<file path="src/life_pkg.sv">
// life engine shared definitions
// row address and counter widths, sequencer states, host and pipeline control words
`default_nettype none

package life_pkg;

	////////////////////////////////////////
	// widths
	////////////////////////////////////////

	// row address, up to 256 rows per bank
	localparam int ROW_BITS = 8;
	// generation counter
	localparam int GEN_BITS = 48;

	////////////////////////////////////////
	// sequencer states
	////////////////////////////////////////

	typedef enum logic [1:0] {
		S_IDLE   = 2'd0, // host access allowed
		S_PRIME  = 2'd1, // first two wrap reads
		S_STREAM = 2'd2, // one row per cycle, eval on
		S_FLUSH  = 2'd3  // drain pipeline, wait for last write
	} seq_state_e;

	// host controls, 12 bits
	typedef struct packed {
		logic                step;   // one generation, pulse
		logic                run;    // free running, level
		logic                rd_req; // row read, pulse
		logic                wr_req; // row write, pulse
		logic [ROW_BITS-1:0] row;    // row for rd/wr
	} host_cmd_t;

	// control travelling with each row read, 11 bits
	typedef struct packed {
		logic                shift;  // advance the window
		logic                eval;   // window holds a full neighbourhood
		logic [ROW_BITS-1:0] wr_row; // centre row of the window
		logic                bank;   // bank the new row goes to
	} row_ctl_t;

endpackage

`default_nettype wire

</file>
<file path="src/cell_ram.sv">
// two bank row RAM, one read and one write port
// registered address and output, two cycle read
`timescale 1ns/1ps
`default_nettype none

module cell_ram #(
	parameter int WIDTH = 32,
	parameter int DEPTH = 32
) (
	input  wire                           clk,
	input  wire  [life_pkg::ROW_BITS:0]   rd_addr,
	output logic [WIDTH-1:0]              rd_q,
	input  wire                           we,
	input  wire  [life_pkg::ROW_BITS:0]   wr_addr,
	input  wire  [WIDTH-1:0]              wr_data
);

	localparam int RB = life_pkg::ROW_BITS;

	// bank 0 in the low half, bank 1 in the high half
	logic [WIDTH-1:0] mem [2*DEPTH];
	logic [RB:0]      rd_addr_q;

	// top bit picks the bank
	function automatic int word_index(input logic [RB:0] addr);
		return (addr[RB] ? DEPTH : 0) + int'(addr[RB-1:0]);
	endfunction

	always_ff @(posedge clk) begin
		if (we) begin
			mem[word_index(wr_addr)] <= wr_data;
		end
		rd_addr_q <= rd_addr;
		rd_q      <= mem[word_index(rd_addr_q)];
	end

endmodule

`default_nettype wire

</file>
<file path="src/gen_sequencer.sv">
// generation sequencer for the life engine
// host row access in idle, row streaming per generation, bank swap and count
`timescale 1ns/1ps
`default_nettype none

module gen_sequencer #(
	parameter int DEPTH = 32
) (
	input  wire                              clk,
	input  wire                              reset,
	input  life_pkg::host_cmd_t              cmd,
	output logic [life_pkg::ROW_BITS:0]      rd_addr,
	output life_pkg::row_ctl_t               ctl,
	output logic                             host_wr,
	output logic [life_pkg::ROW_BITS-1:0]    host_row,
	output logic                             rd_valid,
	output logic                             busy,
	output logic [life_pkg::GEN_BITS-1:0]    gen_count,
	input  wire                              done
);

	localparam int RB = life_pkg::ROW_BITS;
	localparam int GB = life_pkg::GEN_BITS;
	localparam logic [RB-1:0] LAST_ROW = RB'(DEPTH - 1);

	life_pkg::seq_state_e state;
	// prime: read index, stream: centre row being evaluated
	logic [RB-1:0] cnt;
	// bank holding the current board
	logic          bank;
	logic [RB-1:0] rd_row;
	logic          accept;
	logic          host_rd;
	logic          start;
	// rd_valid delay, matches the RAM read latency
	logic [1:0]    rd_pipe;

	////////////////////////////////////////
	// host request decode
	////////////////////////////////////////

	// requests only count in idle
	assign accept = (state == life_pkg::S_IDLE);

	// write beats read beats step/run
	assign host_wr = accept && cmd.wr_req;
	assign host_rd = accept && cmd.rd_req && !cmd.wr_req;
	assign start   = accept && (cmd.step || cmd.run) && !cmd.wr_req && !cmd.rd_req;

	assign host_row = cmd.row;
	assign busy     = (state != life_pkg::S_IDLE);
	assign rd_valid = rd_pipe[1];

	////////////////////////////////////////
	// state, bank and generation count
	////////////////////////////////////////

	always_ff @(posedge clk) begin
		if (reset) begin
			state     <= life_pkg::S_IDLE;
			cnt       <= '0;
			bank      <= 1'b0;
			gen_count <= '0;
			rd_pipe   <= '0;
		end else begin
			rd_pipe <= {rd_pipe[0], host_rd};
			case (state)
				life_pkg::S_IDLE: begin
					if (start) begin
						state <= life_pkg::S_PRIME;
						cnt   <= '0;
					end
				end
				life_pkg::S_PRIME: begin
					// two reads, then the window is primed
					if (cnt == RB'(1)) begin
						state <= life_pkg::S_STREAM;
						cnt   <= '0;
					end else begin
						cnt <= cnt + RB'(1);
					end
				end
				life_pkg::S_STREAM: begin
					if (cnt == LAST_ROW) begin
						state <= life_pkg::S_FLUSH;
					end else begin
						cnt <= cnt + RB'(1);
					end
				end
				life_pkg::S_FLUSH: begin
					// last row written, new board becomes current
					if (done) begin
						state     <= life_pkg::S_IDLE;
						bank      <= ~bank;
						gen_count <= gen_count + GB'(1);
					end
				end
				default: state <= life_pkg::S_IDLE;
			endcase
		end
	end

	////////////////////////////////////////
	// read address
	////////////////////////////////////////

	// read order DEPTH-1, 0, 1 .. DEPTH-1, 0
	always_comb begin
		case (state)
			life_pkg::S_IDLE:   rd_row = cmd.row;
			life_pkg::S_PRIME:  rd_row = (cnt == '0) ? LAST_ROW : '0;
			// one row ahead of the centre row
			life_pkg::S_STREAM: rd_row = (cnt == LAST_ROW) ? '0 : cnt + RB'(1);
			default:            rd_row = '0;
		endcase
	end

	// always read the current bank
	assign rd_addr = {bank, rd_row};

	// tag for this read, window shifts on every generation read
	always_comb begin
		ctl.shift  = (state == life_pkg::S_PRIME) || (state == life_pkg::S_STREAM);
		ctl.eval   = (state == life_pkg::S_STREAM);
		ctl.wr_row = cnt;
		// new rows go to the other bank
		ctl.bank   = ~bank;
	end

endmodule

`default_nettype wire

</file>
<file path="src/life_cell.sv">
// one column of the cell array
// column sum for the neighbours, nine cell total and the life rule
`timescale 1ns/1ps
`default_nettype none

module life_cell (
	input  wire        clk,
	input  wire        north_bit,
	input  wire        centre_bit,
	input  wire        south_bit,
	input  wire  [1:0] sum_west,
	input  wire  [1:0] sum_east,
	output logic [1:0] sum_own,
	input  wire        eval,
	output logic       next_bit
);

	// own cell included, 0 to 9
	logic [3:0] total;
	logic       alive;

	// three cells of this column
	assign sum_own = {1'b0, north_bit} + {1'b0, centre_bit} + {1'b0, south_bit};

	// neighbour columns give the rest of the 3x3 block
	assign total = {2'b00, sum_west} + {2'b00, sum_own} + {2'b00, sum_east};

	// 3 total is birth or survival on 2,
	// 4 total is survival on 3 only if the centre is alive
	assign alive = (total == 4'd3) || ((total == 4'd4) && centre_bit);

	// hold the result until the next full window
	always_ff @(posedge clk) begin
		if (eval) begin
			next_bit <= alive;
		end
	end

endmodule

`default_nettype wire

</file>
<file path="src/life_top.sv">
// game of life engine, toroidal board of WIDTH x DEPTH cells
// streams rows through a three row window and a row of cell units
`timescale 1ns/1ps
`default_nettype none

module life_top #(
	parameter int WIDTH = 32,
	parameter int DEPTH = 32
) (
	input  wire                              clk,
	input  wire                              reset,
	input  life_pkg::host_cmd_t              cmd,
	input  wire  [WIDTH-1:0]                 wr_data,
	output logic [WIDTH-1:0]                 rd_data,
	output logic                             rd_valid,
	output logic                             busy,
	output logic [life_pkg::GEN_BITS-1:0]    gen_count
);

	////////////////////////////////////////
	// interconnect
	////////////////////////////////////////

	// read side, {bank, row}
	logic [life_pkg::ROW_BITS:0]   rd_addr;
	logic [WIDTH-1:0]              ram_q;
	// write side
	logic                          ram_we;
	logic [life_pkg::ROW_BITS:0]   ram_waddr;
	logic [WIDTH-1:0]              ram_wdata;
	// host write strobe from the sequencer
	logic                          host_wr;
	logic [life_pkg::ROW_BITS-1:0] host_row;
	// pipeline control
	life_pkg::row_ctl_t            seq_ctl;
	life_pkg::row_ctl_t            win_ctl;
	logic                          done;
	// window rows and new row
	logic [WIDTH-1:0]              north;
	logic [WIDTH-1:0]              centre;
	logic [WIDTH-1:0]              south;
	logic [WIDTH-1:0]              next_row;
	// per column 3 cell sums
	logic [1:0]                    col_sum [WIDTH];

	// host reads come straight off the RAM output
	assign rd_data = ram_q;

	gen_sequencer #(
		.DEPTH (DEPTH)
	) u_seq (
		.clk       (clk),
		.reset     (reset),
		.cmd       (cmd),
		.rd_addr   (rd_addr),
		.ctl       (seq_ctl),
		.host_wr   (host_wr),
		.host_row  (host_row),
		.rd_valid  (rd_valid),
		.busy      (busy),
		.gen_count (gen_count),
		.done      (done)
	);

	cell_ram #(
		.WIDTH (WIDTH),
		.DEPTH (DEPTH)
	) u_ram (
		.clk     (clk),
		.rd_addr (rd_addr),
		.rd_q    (ram_q),
		.we      (ram_we),
		.wr_addr (ram_waddr),
		.wr_data (ram_wdata)
	);

	row_window #(
		.WIDTH (WIDTH)
	) u_window (
		.clk     (clk),
		.reset   (reset),
		.rd_q    (ram_q),
		.ctl_in  (seq_ctl),
		.ctl_out (win_ctl),
		.north   (north),
		.centre  (centre),
		.south   (south)
	);

	////////////////////////////////////////
	// cell array, wraps column 0 to WIDTH-1
	////////////////////////////////////////

	for (genvar i = 0; i < WIDTH; i++) begin : g_cell
		localparam int WEST = (i == 0) ? WIDTH - 1 : i - 1;
		localparam int EAST = (i == WIDTH - 1) ? 0 : i + 1;

		life_cell u_cell (
			.clk        (clk),
			.north_bit  (north[i]),
			.centre_bit (centre[i]),
			.south_bit  (south[i]),
			.sum_west   (col_sum[WEST]),
			.sum_east   (col_sum[EAST]),
			.sum_own    (col_sum[i]),
			.eval       (win_ctl.eval),
			.next_bit   (next_row[i])
		);
	end

	// host bank is the bank bit the sequencer puts on the read address
	row_writer #(
		.WIDTH (WIDTH),
		.DEPTH (DEPTH)
	) u_writer (
		.clk       (clk),
		.reset     (reset),
		.next_row  (next_row),
		.ctl       (win_ctl),
		.host_wr   (host_wr),
		.host_row  (host_row),
		.host_bank (rd_addr[life_pkg::ROW_BITS]),
		.wr_data   (wr_data),
		.we        (ram_we),
		.wr_addr   (ram_waddr),
		.ram_wdata (ram_wdata),
		.done      (done)
	);

endmodule

`default_nettype wire

</file>
<file path="src/row_window.sv">
// three row window over the board
// rows enter at the south edge as the RAM returns them
`timescale 1ns/1ps
`default_nettype none

module row_window #(
	parameter int WIDTH = 32
) (
	input  wire                 clk,
	input  wire                 reset,
	input  wire  [WIDTH-1:0]    rd_q,
	input  life_pkg::row_ctl_t  ctl_in,
	output life_pkg::row_ctl_t  ctl_out,
	output logic [WIDTH-1:0]    north,
	output logic [WIDTH-1:0]    centre,
	output logic [WIDTH-1:0]    south
);

	// ctl delayed by the RAM latency
	life_pkg::row_ctl_t ctl_d1;
	life_pkg::row_ctl_t ctl_d2;

	////////////////////////////////////////
	// control alignment
	////////////////////////////////////////

	always_ff @(posedge clk) begin
		if (reset) begin
			ctl_d1  <= '0;
			ctl_d2  <= '0;
			ctl_out <= '0;
		end else begin
			ctl_d1  <= ctl_in;
			// lines up with rd_q
			ctl_d2  <= ctl_d1;
			// lines up with the shifted window
			ctl_out <= ctl_d2;
		end
	end

	// rows move north by one on each returned read
	always_ff @(posedge clk) begin
		if (ctl_d2.shift) begin
			north  <= centre;
			centre <= south;
			south  <= rd_q;
		end
	end

endmodule

`default_nettype wire

</file>
<file path="src/row_writer.sv">
// RAM write port driver
// new rows to the other bank during a generation, host rows otherwise
`timescale 1ns/1ps
`default_nettype none

module row_writer #(
	parameter int WIDTH = 32,
	parameter int DEPTH = 32
) (
	input  wire                              clk,
	input  wire                              reset,
	input  wire  [WIDTH-1:0]                 next_row,
	input  life_pkg::row_ctl_t               ctl,
	input  wire                              host_wr,
	input  wire  [life_pkg::ROW_BITS-1:0]    host_row,
	input  wire                              host_bank,
	input  wire  [WIDTH-1:0]                 wr_data,
	output logic                             we,
	output logic [life_pkg::ROW_BITS:0]      wr_addr,
	output logic [WIDTH-1:0]                 ram_wdata,
	output logic                             done
);

	localparam int RB = life_pkg::ROW_BITS;
	localparam logic [RB-1:0] LAST_ROW = RB'(DEPTH - 1);

	// matches the registered cell outputs
	life_pkg::row_ctl_t ctl_q;

	always_ff @(posedge clk) begin
		if (reset) begin
			ctl_q <= '0;
		end else begin
			ctl_q <= ctl;
		end
	end

	// host writes only arrive in idle, no overlap with new rows
	assign we        = ctl_q.eval || host_wr;
	assign wr_addr   = ctl_q.eval ? {ctl_q.bank, ctl_q.wr_row} : {host_bank, host_row};
	assign ram_wdata = ctl_q.eval ? next_row : wr_data;

	// last row of the generation going in
	assign done = ctl_q.eval && (ctl_q.wr_row == LAST_ROW);

endmodule

`default_nettype wire

</file>
<file path="config.mk">
export PLATFORM = sky130hd
export DESIGN_NAME = life_top
export DESIGN_NICKNAME = d
export VERILOG_FILES = /design/src/life_pkg.sv /design/src/cell_ram.sv /design/src/gen_sequencer.sv /design/src/life_cell.sv /design/src/life_top.sv /design/src/row_window.sv /design/src/row_writer.sv
export SDC_FILE = /design/constraint.sdc
export NUM_CORES = 2
export LEC_CHECK = 0
export ABC_AREA = 1
export BUFFER_PORTS_ARGS = -buffer_cell sky130_fd_sc_hd__clkbuf_2
export CAP_MARGIN = 20
export CORE_UTILIZATION = 40
export CTS_BUF_LIST = sky130_fd_sc_hd__clkbuf_16
export DETAILED_ROUTE_END_ITERATION = 8
export PLACE_DENSITY = 0.63
export SYNTH_ARGS = -nofsm -noshare
export SYNTH_HDL_FRONTEND = slang
export SYNTH_SLANG_ARGS = --single-unit
</file>
<file path="constraint.sdc">
create_clock -name clk -period 6.4 [get_ports clk]
set_clock_uncertainty 0.15 [all_clocks]
set_input_delay 0.96 -clock clk [delete_from_list [all_inputs] [get_ports clk]]
set_output_delay 0.96 -clock clk [all_outputs]
set_load 0.05 [all_outputs]
</file>
Yosys cells after proc, flatten, opt, wreduce, memory -nomap -nowiden
Memory sizes are Yosys's and may differ from the RTL's. A register that Yosys moved wholly into a read port is not among the register bits.
Index checks and enable logic that the tools add are counted.
{"block": "word_totals", "register_bits": 240, "mem_bits_rw": 2048, "in_bits": 46, "out_inout_bits": 82, "word_cells": 365, "n_memories": 1}
{"name": "u_ram.mem", "depth": 64, "width": 32, "read_ports": 1, "rd_ports_with_merged_regs": 1, "write_ports": 1, "line_no": "cell_ram.sv:21", "source": "logic [WIDTH-1:0] mem [2*DEPTH];"}
{"block": "classes", "add_sub_neg": 132, "n_eq_ne": 75, "mux": 18, "bitwise_logic": 1, "reduce_logical": 83}
{"op": "$add A4 B2 Y4", "count": 32}
{"op": "$eq A4 B2 Y1 const B", "count": 32}
{"op": "$eq A4 B3 Y1 const B", "count": 32}
{"op": "$add A2 B2 Y3", "count": 32}
{"op": "$add A1 B1 Y2", "count": 32}
{"op": "$add A2 B1 Y2", "count": 32}
{"op": "$add A48 B1 Y48 const B", "count": 1}
{"op": "$pmux W8 S3", "count": 2}
{"op": "$logic_and A1 B1 Y1", "count": 39}
{"op": "$logic_or A1 B1 Y1", "count": 35}
{"op": "$mux W32", "count": 1}
{"op": "$mux W8", "count": 4}
{"op": "$eq A8 B5 Y1 const B", "count": 2}
{"op": "$add A6 B6 Y6", "count": 2}
{"op": "$mux W6", "count": 2}
{"op": "$mux W9", "count": 1}
{"op": "$add A8 B1 Y8 const B", "count": 1}
{"op": "$eq A8 B1 Y1 const B", "count": 1}
{"op": "$logic_not A8 Y1", "count": 1}
{"op": "$mux W2", "count": 4}
{"op": "$ne A2 B2 Y1 const B", "count": 4}
{"op": "$pmux W2 S4", "count": 1}
{"op": "$mux W5", "count": 1}
{"op": "$eq A2 B2 Y1 const B", "count": 2}
{"op": "other kinds (11)", "count": 13}

Depth between registers and ports, before layout
{"block": "depth", "word_depth": 7, "mapped_depth": 13, "mapped_depth_nobuf": 10}

Cells and area by module
From an unflattened synthesis, not the netlist that was laid out.
{"block": "hier_totals", "hier_cells": 8462, "hier_area_um2": 97177.0}
{"mod": "cell_ram", "n_inst": 1, "cells_per_inst": 6766, "area_each_um2": 82939.5, "seq_area_each_um2": 62279.7}
{"mod": "life_cell at g_cell[0].u_cell ...", "n_inst": 30, "cells_per_inst": 22, "area_each_um2": 176.4, "seq_area_each_um2": 30.0}
{"mod": "gen_sequencer", "n_inst": 1, "cells_per_inst": 622, "area_each_um2": 3900.0, "seq_area_each_um2": 1221.2}
{"mod": "row_window", "n_inst": 1, "cells_per_inst": 199, "area_each_um2": 3841.2, "seq_area_each_um2": 3543.4}
{"mod": "row_writer", "n_inst": 1, "cells_per_inst": 171, "area_each_um2": 845.8, "seq_area_each_um2": 200.2}
{"mod": "life_cell at g_cell[8].u_cell ...", "n_inst": 2, "cells_per_inst": 22, "area_each_um2": 178.9, "seq_area_each_um2": 30.0}

Worst setup path after synthesis
Ideal clock, no wire load.
{"block": "synth_timing", "path_type": "input to register", "from": "in cmd[5] (netlist name)", "to": "mem u_ram.mem[32][0] (enable)", "setup_time_ns": 0.421, "arrival_time_ns": 3.047, "t_required_ns": 5.829, "path_slack_ns": 2.782, "path_stages": 7, "path_buffers": 0, "path_cell_list": "nand2_1 o21ai_1 xor2_1 inv_1 nor2_2 nand2_2 nor2_1"}
{"block": "synth_between", "elab_chain_len": 2}
{"element": "start, declared", "line_no": "life_top.sv:12", "source": "input life_pkg::host_cmd_t cmd,"}
{"element": "$mux W9", "line_no": "row_writer.sv:40", "source": "assign wr_addr = ctl_q.eval ? {ctl_q.bank, ctl_q.wr_row} : {host_bank, host_row};"}
{"element": "$add A6 B6 Y6", "line_no": "cell_ram.sv:26", "source": "return (addr[RB] ? DEPTH : 0) + int'(addr[RB-1:0]);"}
{"element": "end, declared", "line_no": "cell_ram.sv:21"}
No other way between the ends.

Worst setup path in the final report
{"block": "layout_timing", "from": "reg u_writer.ctl_q[9] (netlist name)", "to": "mem u_ram.mem[62][14] (enable)"}
{"block": "layout_between", "elab_chain_len": 3, "elab_cells_between_ends": 6, "classes_between": "1 x add/sub; 4 x mux; 1 x reduce/logical"}
{"element": "start, declared", "line_no": "row_writer.sv:28", "source": "life_pkg::row_ctl_t ctl_q;"}
{"element": "start signal, assigned", "line_no": "row_writer.sv:34", "source": "ctl_q <= ctl;"}
{"element": "$mux W9 / $logic_or A1 B1 Y1 (equally long branches)", "line_no": "row_writer.sv:40, row_writer.sv:39"}
{"element": "$mux W6 / $mux W1 (equally long branches)", "line_no": "cell_ram.sv:26, cell_ram.sv:30"}
{"element": "$add A6 B6 Y6 / $mux W1 (equally long branches)", "line_no": "cell_ram.sv:26, cell_ram.sv:31"}
Several ways; a longest one is shown, not always the timed one.

==> key figures <==
Yosys
  • Post-synth top cells: nand2_1 (2,597), edfxtp_1 (2,176), nand3_1 (1,974)
  • Synth Register Bits: 2,318
  • Synthesized-area fraction occupied by adder cells: 0.0334
  • Fraction of registers with async set or reset after synthesis: 0
  • Syn_nets: 8,598
  • Mapped Area: slightly below 100,000 um2
  • Post-synthesis mux area share: 0
  • Netlist cell types: 43
  • Avg Inst Size Synth: 11.6 um2
  • Simple-gate share of the synthesized area: 0.219
  • Area share of the largest cell type after synthesis: 0.673
  • Count leader, synth: nand2_1
  • Compound-Gate Fraction of Synth Area: 0.00790
  • Synth Flop Type: edfxtp_1
  • Yosys warning total: 0
  • Syn Inst Count: 8,350
  • Synth Area in XOR/XNOR: 0.00406
  • Post-synth EDFFs: 2,176
  • Largest family of logic cells by synthesized area: simple AND/OR/NAND/NOR gates
  • Register area share after synthesis: 0.702
  • Most area-consuming cells after synthesis: edfxtp_1 (67%), nand3_1 (10%), nand2_1 (10%)
  • Area leader, netlist: edfxtp_1

Worst setup path
  • RR Endpoint: u_ram.mem[62][14]
  • Worst Path Max Fanout: 39
  • CP Launch Point: u_writer.ctl_q[9]
  • WS Path Type: reg2reg
  • Reg2Reg Setup Slack: about 2.1 ns
  • Worst R2R Path Depth: 9
  • R2r startpoint: u_writer.ctl_q[9]
  • Critical Path Sink Type: flip-flop
  • CP Data Required Time: 6.84 ns
  • Worst setup SP type: flip-flop
  • CP Data Arrival Time: 4.71 ns

Detailed routing
  • # DRC: 0
  • First DRT Iteration DRCs: roughly 7,000
  • Via Count: 63,900
  • Post-detailed-route wirelength per cell: roughly 22 um
  • DR vias/cell: between 5 and 6
  • Final wirelength: 262 mm
  • Drt first pass iters: 7
  • Detail Route Antenna Nets: 0

Power and ir drop
  • VDD IR max: between 400 and 500 uV
  • PwrDens: about 440 nW/um2
  • Leakage power: 38.8 nW

STA
  • Max transition margin: 0.272
  • Fin crit share: 0.668
  • Final hold vios: 0
  • Worst slew pin tran: 1.09 ns
  • Final slew viol count: 0
  • Fmax: 234 MHz
  • WHS: 0.138 ns
  • Final setup fails: 0
  • Setup Total Neg Slack: 0 ns
  • Crit path time final: approximately 4.3 ns
  • RSZ-0062 raised after global routing: no
  • Worst setup margin: 2.13 ns

Clocking
  • Max clock buf depth: 3
  • CTS resizes: 0
  • Number of buffers created by CTS: 221
  • Cts hold-fix bufs: 0
  • Clock Latency Late Sink: 0.89 ns
  • Post-CTS Setup Inserts: 0
  • H-tree depth: 4
  • Clock root buffer: clkbuf_16
  • Clock transition at path regs: ~0.06 ns
  • CTS tree: built
  • Sink Count: 2,318

Finish
  • Nets: 8,632
  • Post-route non-filler standard cell count: between 10,000 and 15,000
  • Area Growth Syn to Fin: 11.7%
  • Core Util, Final: 0.450
  • Share of cells above drive strength 1: 0.0861

Global route
  • Vias in the first global route: 61,600
  • Initial antenna violation count: 8
  • Overall Global Routing Usage: 0.211
  • Largest net degree at the start of global routing: 226
  • Grt ovf: 0
  • First-pass GRT wire length: 387 mm

Worst hold path
  • WHS Path Cells: 2
  • HP Start: cmd[8]
  • Worst Hold Path EP: u_seq.rd_pipe[0]
  • Hold Crit Class: in2reg

Place
  • Port Buffer Count: roughly 130
  • DP Worst Slack: 2.05 ns
  • Routability Congestion: 0.889
  • DP HPWL: 143 mm
  • Placed Instances: 11,300

Flow run
  • Max Cap Viol: 0

Floorplanning
  • Die area: 245,000 um2
  • FP Rows: 180
  • I/O Pins: 128
  • Core footprint: ~240,000 um2
  • Initial Util: 0.403
  • Chip Width: 495 um
  • Chip Height: about 490 um

Run status
  • Outcome: finished clean
-- cell families after synthesis --
group / Yosys count
adders and majority gates: 202
DFF: 2318
buffers and inverters: 720
xor gates and xnor gates: 45
AOI/OAI and AO/OA: 122
and+or+nand+nor: 4943
-- where the power goes --
group	switching, W	internal (W)	leakage [nW]
combinational	0.0122	0.00482	14.4
sequential	0.000539	0.0172	20.8
clock	0.00572	0.00687	3.60
total	0.0185	0.0289	38.8
-- worst max path at each step --
stage | endpoint | depth (start not counted)
floorplan | u_ram.mem[32][0] | 7
global placement | u_ram.mem[25][23] | 7
detailed placement | u_ram.mem[25][23] | 7
CTS | u_ram.mem[21][19] | 7
global route | u_ram.mem[31][4] | 8
finish | u_ram.mem[62][14] | 9
-- layout make-up --
class	instances	area (um2)
clock inverter	188	1400
multi-input combinational	5312	26300
inverter	254	990
clock buffer	222	5560
fill	21500	132000
tap	3185	3990
timing repair buffer	277	2060
sequential	2318	68200
antenna	5	12.5
-- metrics by stage --
stage	total power (W)	instance area, um2
after global routing	0.0497	109000
after detailed placement	0.0348	101000
after CTS	0.0473	108000
after floorplan	0.0293	97100
final	0.0473	109000
after global placement	0.0343	101000
-- sequential cells by signal, indices dropped and copies added (netlist names), 10 cells and up --
name	flops
u_ram.mem	2048
g_cell.u_cell.next_bit	32
u_window.north	32
u_window.centre	32
u_window.south	32
u_window.ctl_d1	11
u_seq.gen_count	48
u_writer.ctl_q	10
u_window.ctl_d2	11
u_window.ctl_out	10
u_ram.rd_q	32
-- worst max-delay path: stages (launching register included) --
cell and delay (ns):
dfxtp_2 0.32, inv_2 0.56, nand2_1 0.09, o21ai_1 0.21, xor2_1 0.60, inv_1 0.18, nor2_2 0.28, nand2_2 0.31
nor2_4 0.89, buf_4 0.34
-- cells in the final DEF (no fill, tap or decap), types with 4 or more instances in the layout --
cell / instances
bufinv_16: 14
o21ai_0: 23
nand2_4: 7
diode_2: 5
clkinv_2: 46
clkinv_8: 5
dfxtp_4: 6
inv_2: 7
buf_4: 128
a211oi_1: 16
nor4_1: 4
nand3_1: 1974
nand4_1: 18
a31oi_1: 18
a21oi_1: 35
ha_1: 106
a221oi_1: 16
o21ai_1: 4
xor2_1: 27
fa_1: 96
or2_2: 14
nand2_2: 32
inv_16: 6
inv_1: 294
nor2_2: 7
buf_12: 23
nand3b_1: 16
nor2_1: 217
dfxtp_1: 134
clkinv_1: 53
xnor2_1: 17
nor2_4: 65
edfxtp_1: 2176
clkbuf_2: 125
clkbuf_16: 222
nor3_1: 15
nand2_1: 2565
clkinvlp_4: 8
-- routing by layer --
| metal | up-vias | wire length (um) | global-route usage |
|---|---|---|---|
| met5 | - | 0 | 0 |
| met4 | 0 | 10500 | 0.0851 |
| met3 | 403 | 24200 | 0.0362 |
| met2 | 2781 | 120000 | 0.335 |
| met1 | 31400 | 108000 | 0.287 |
| li1 | 29300 | - | - |
Power figures use the tool's default switching activity.
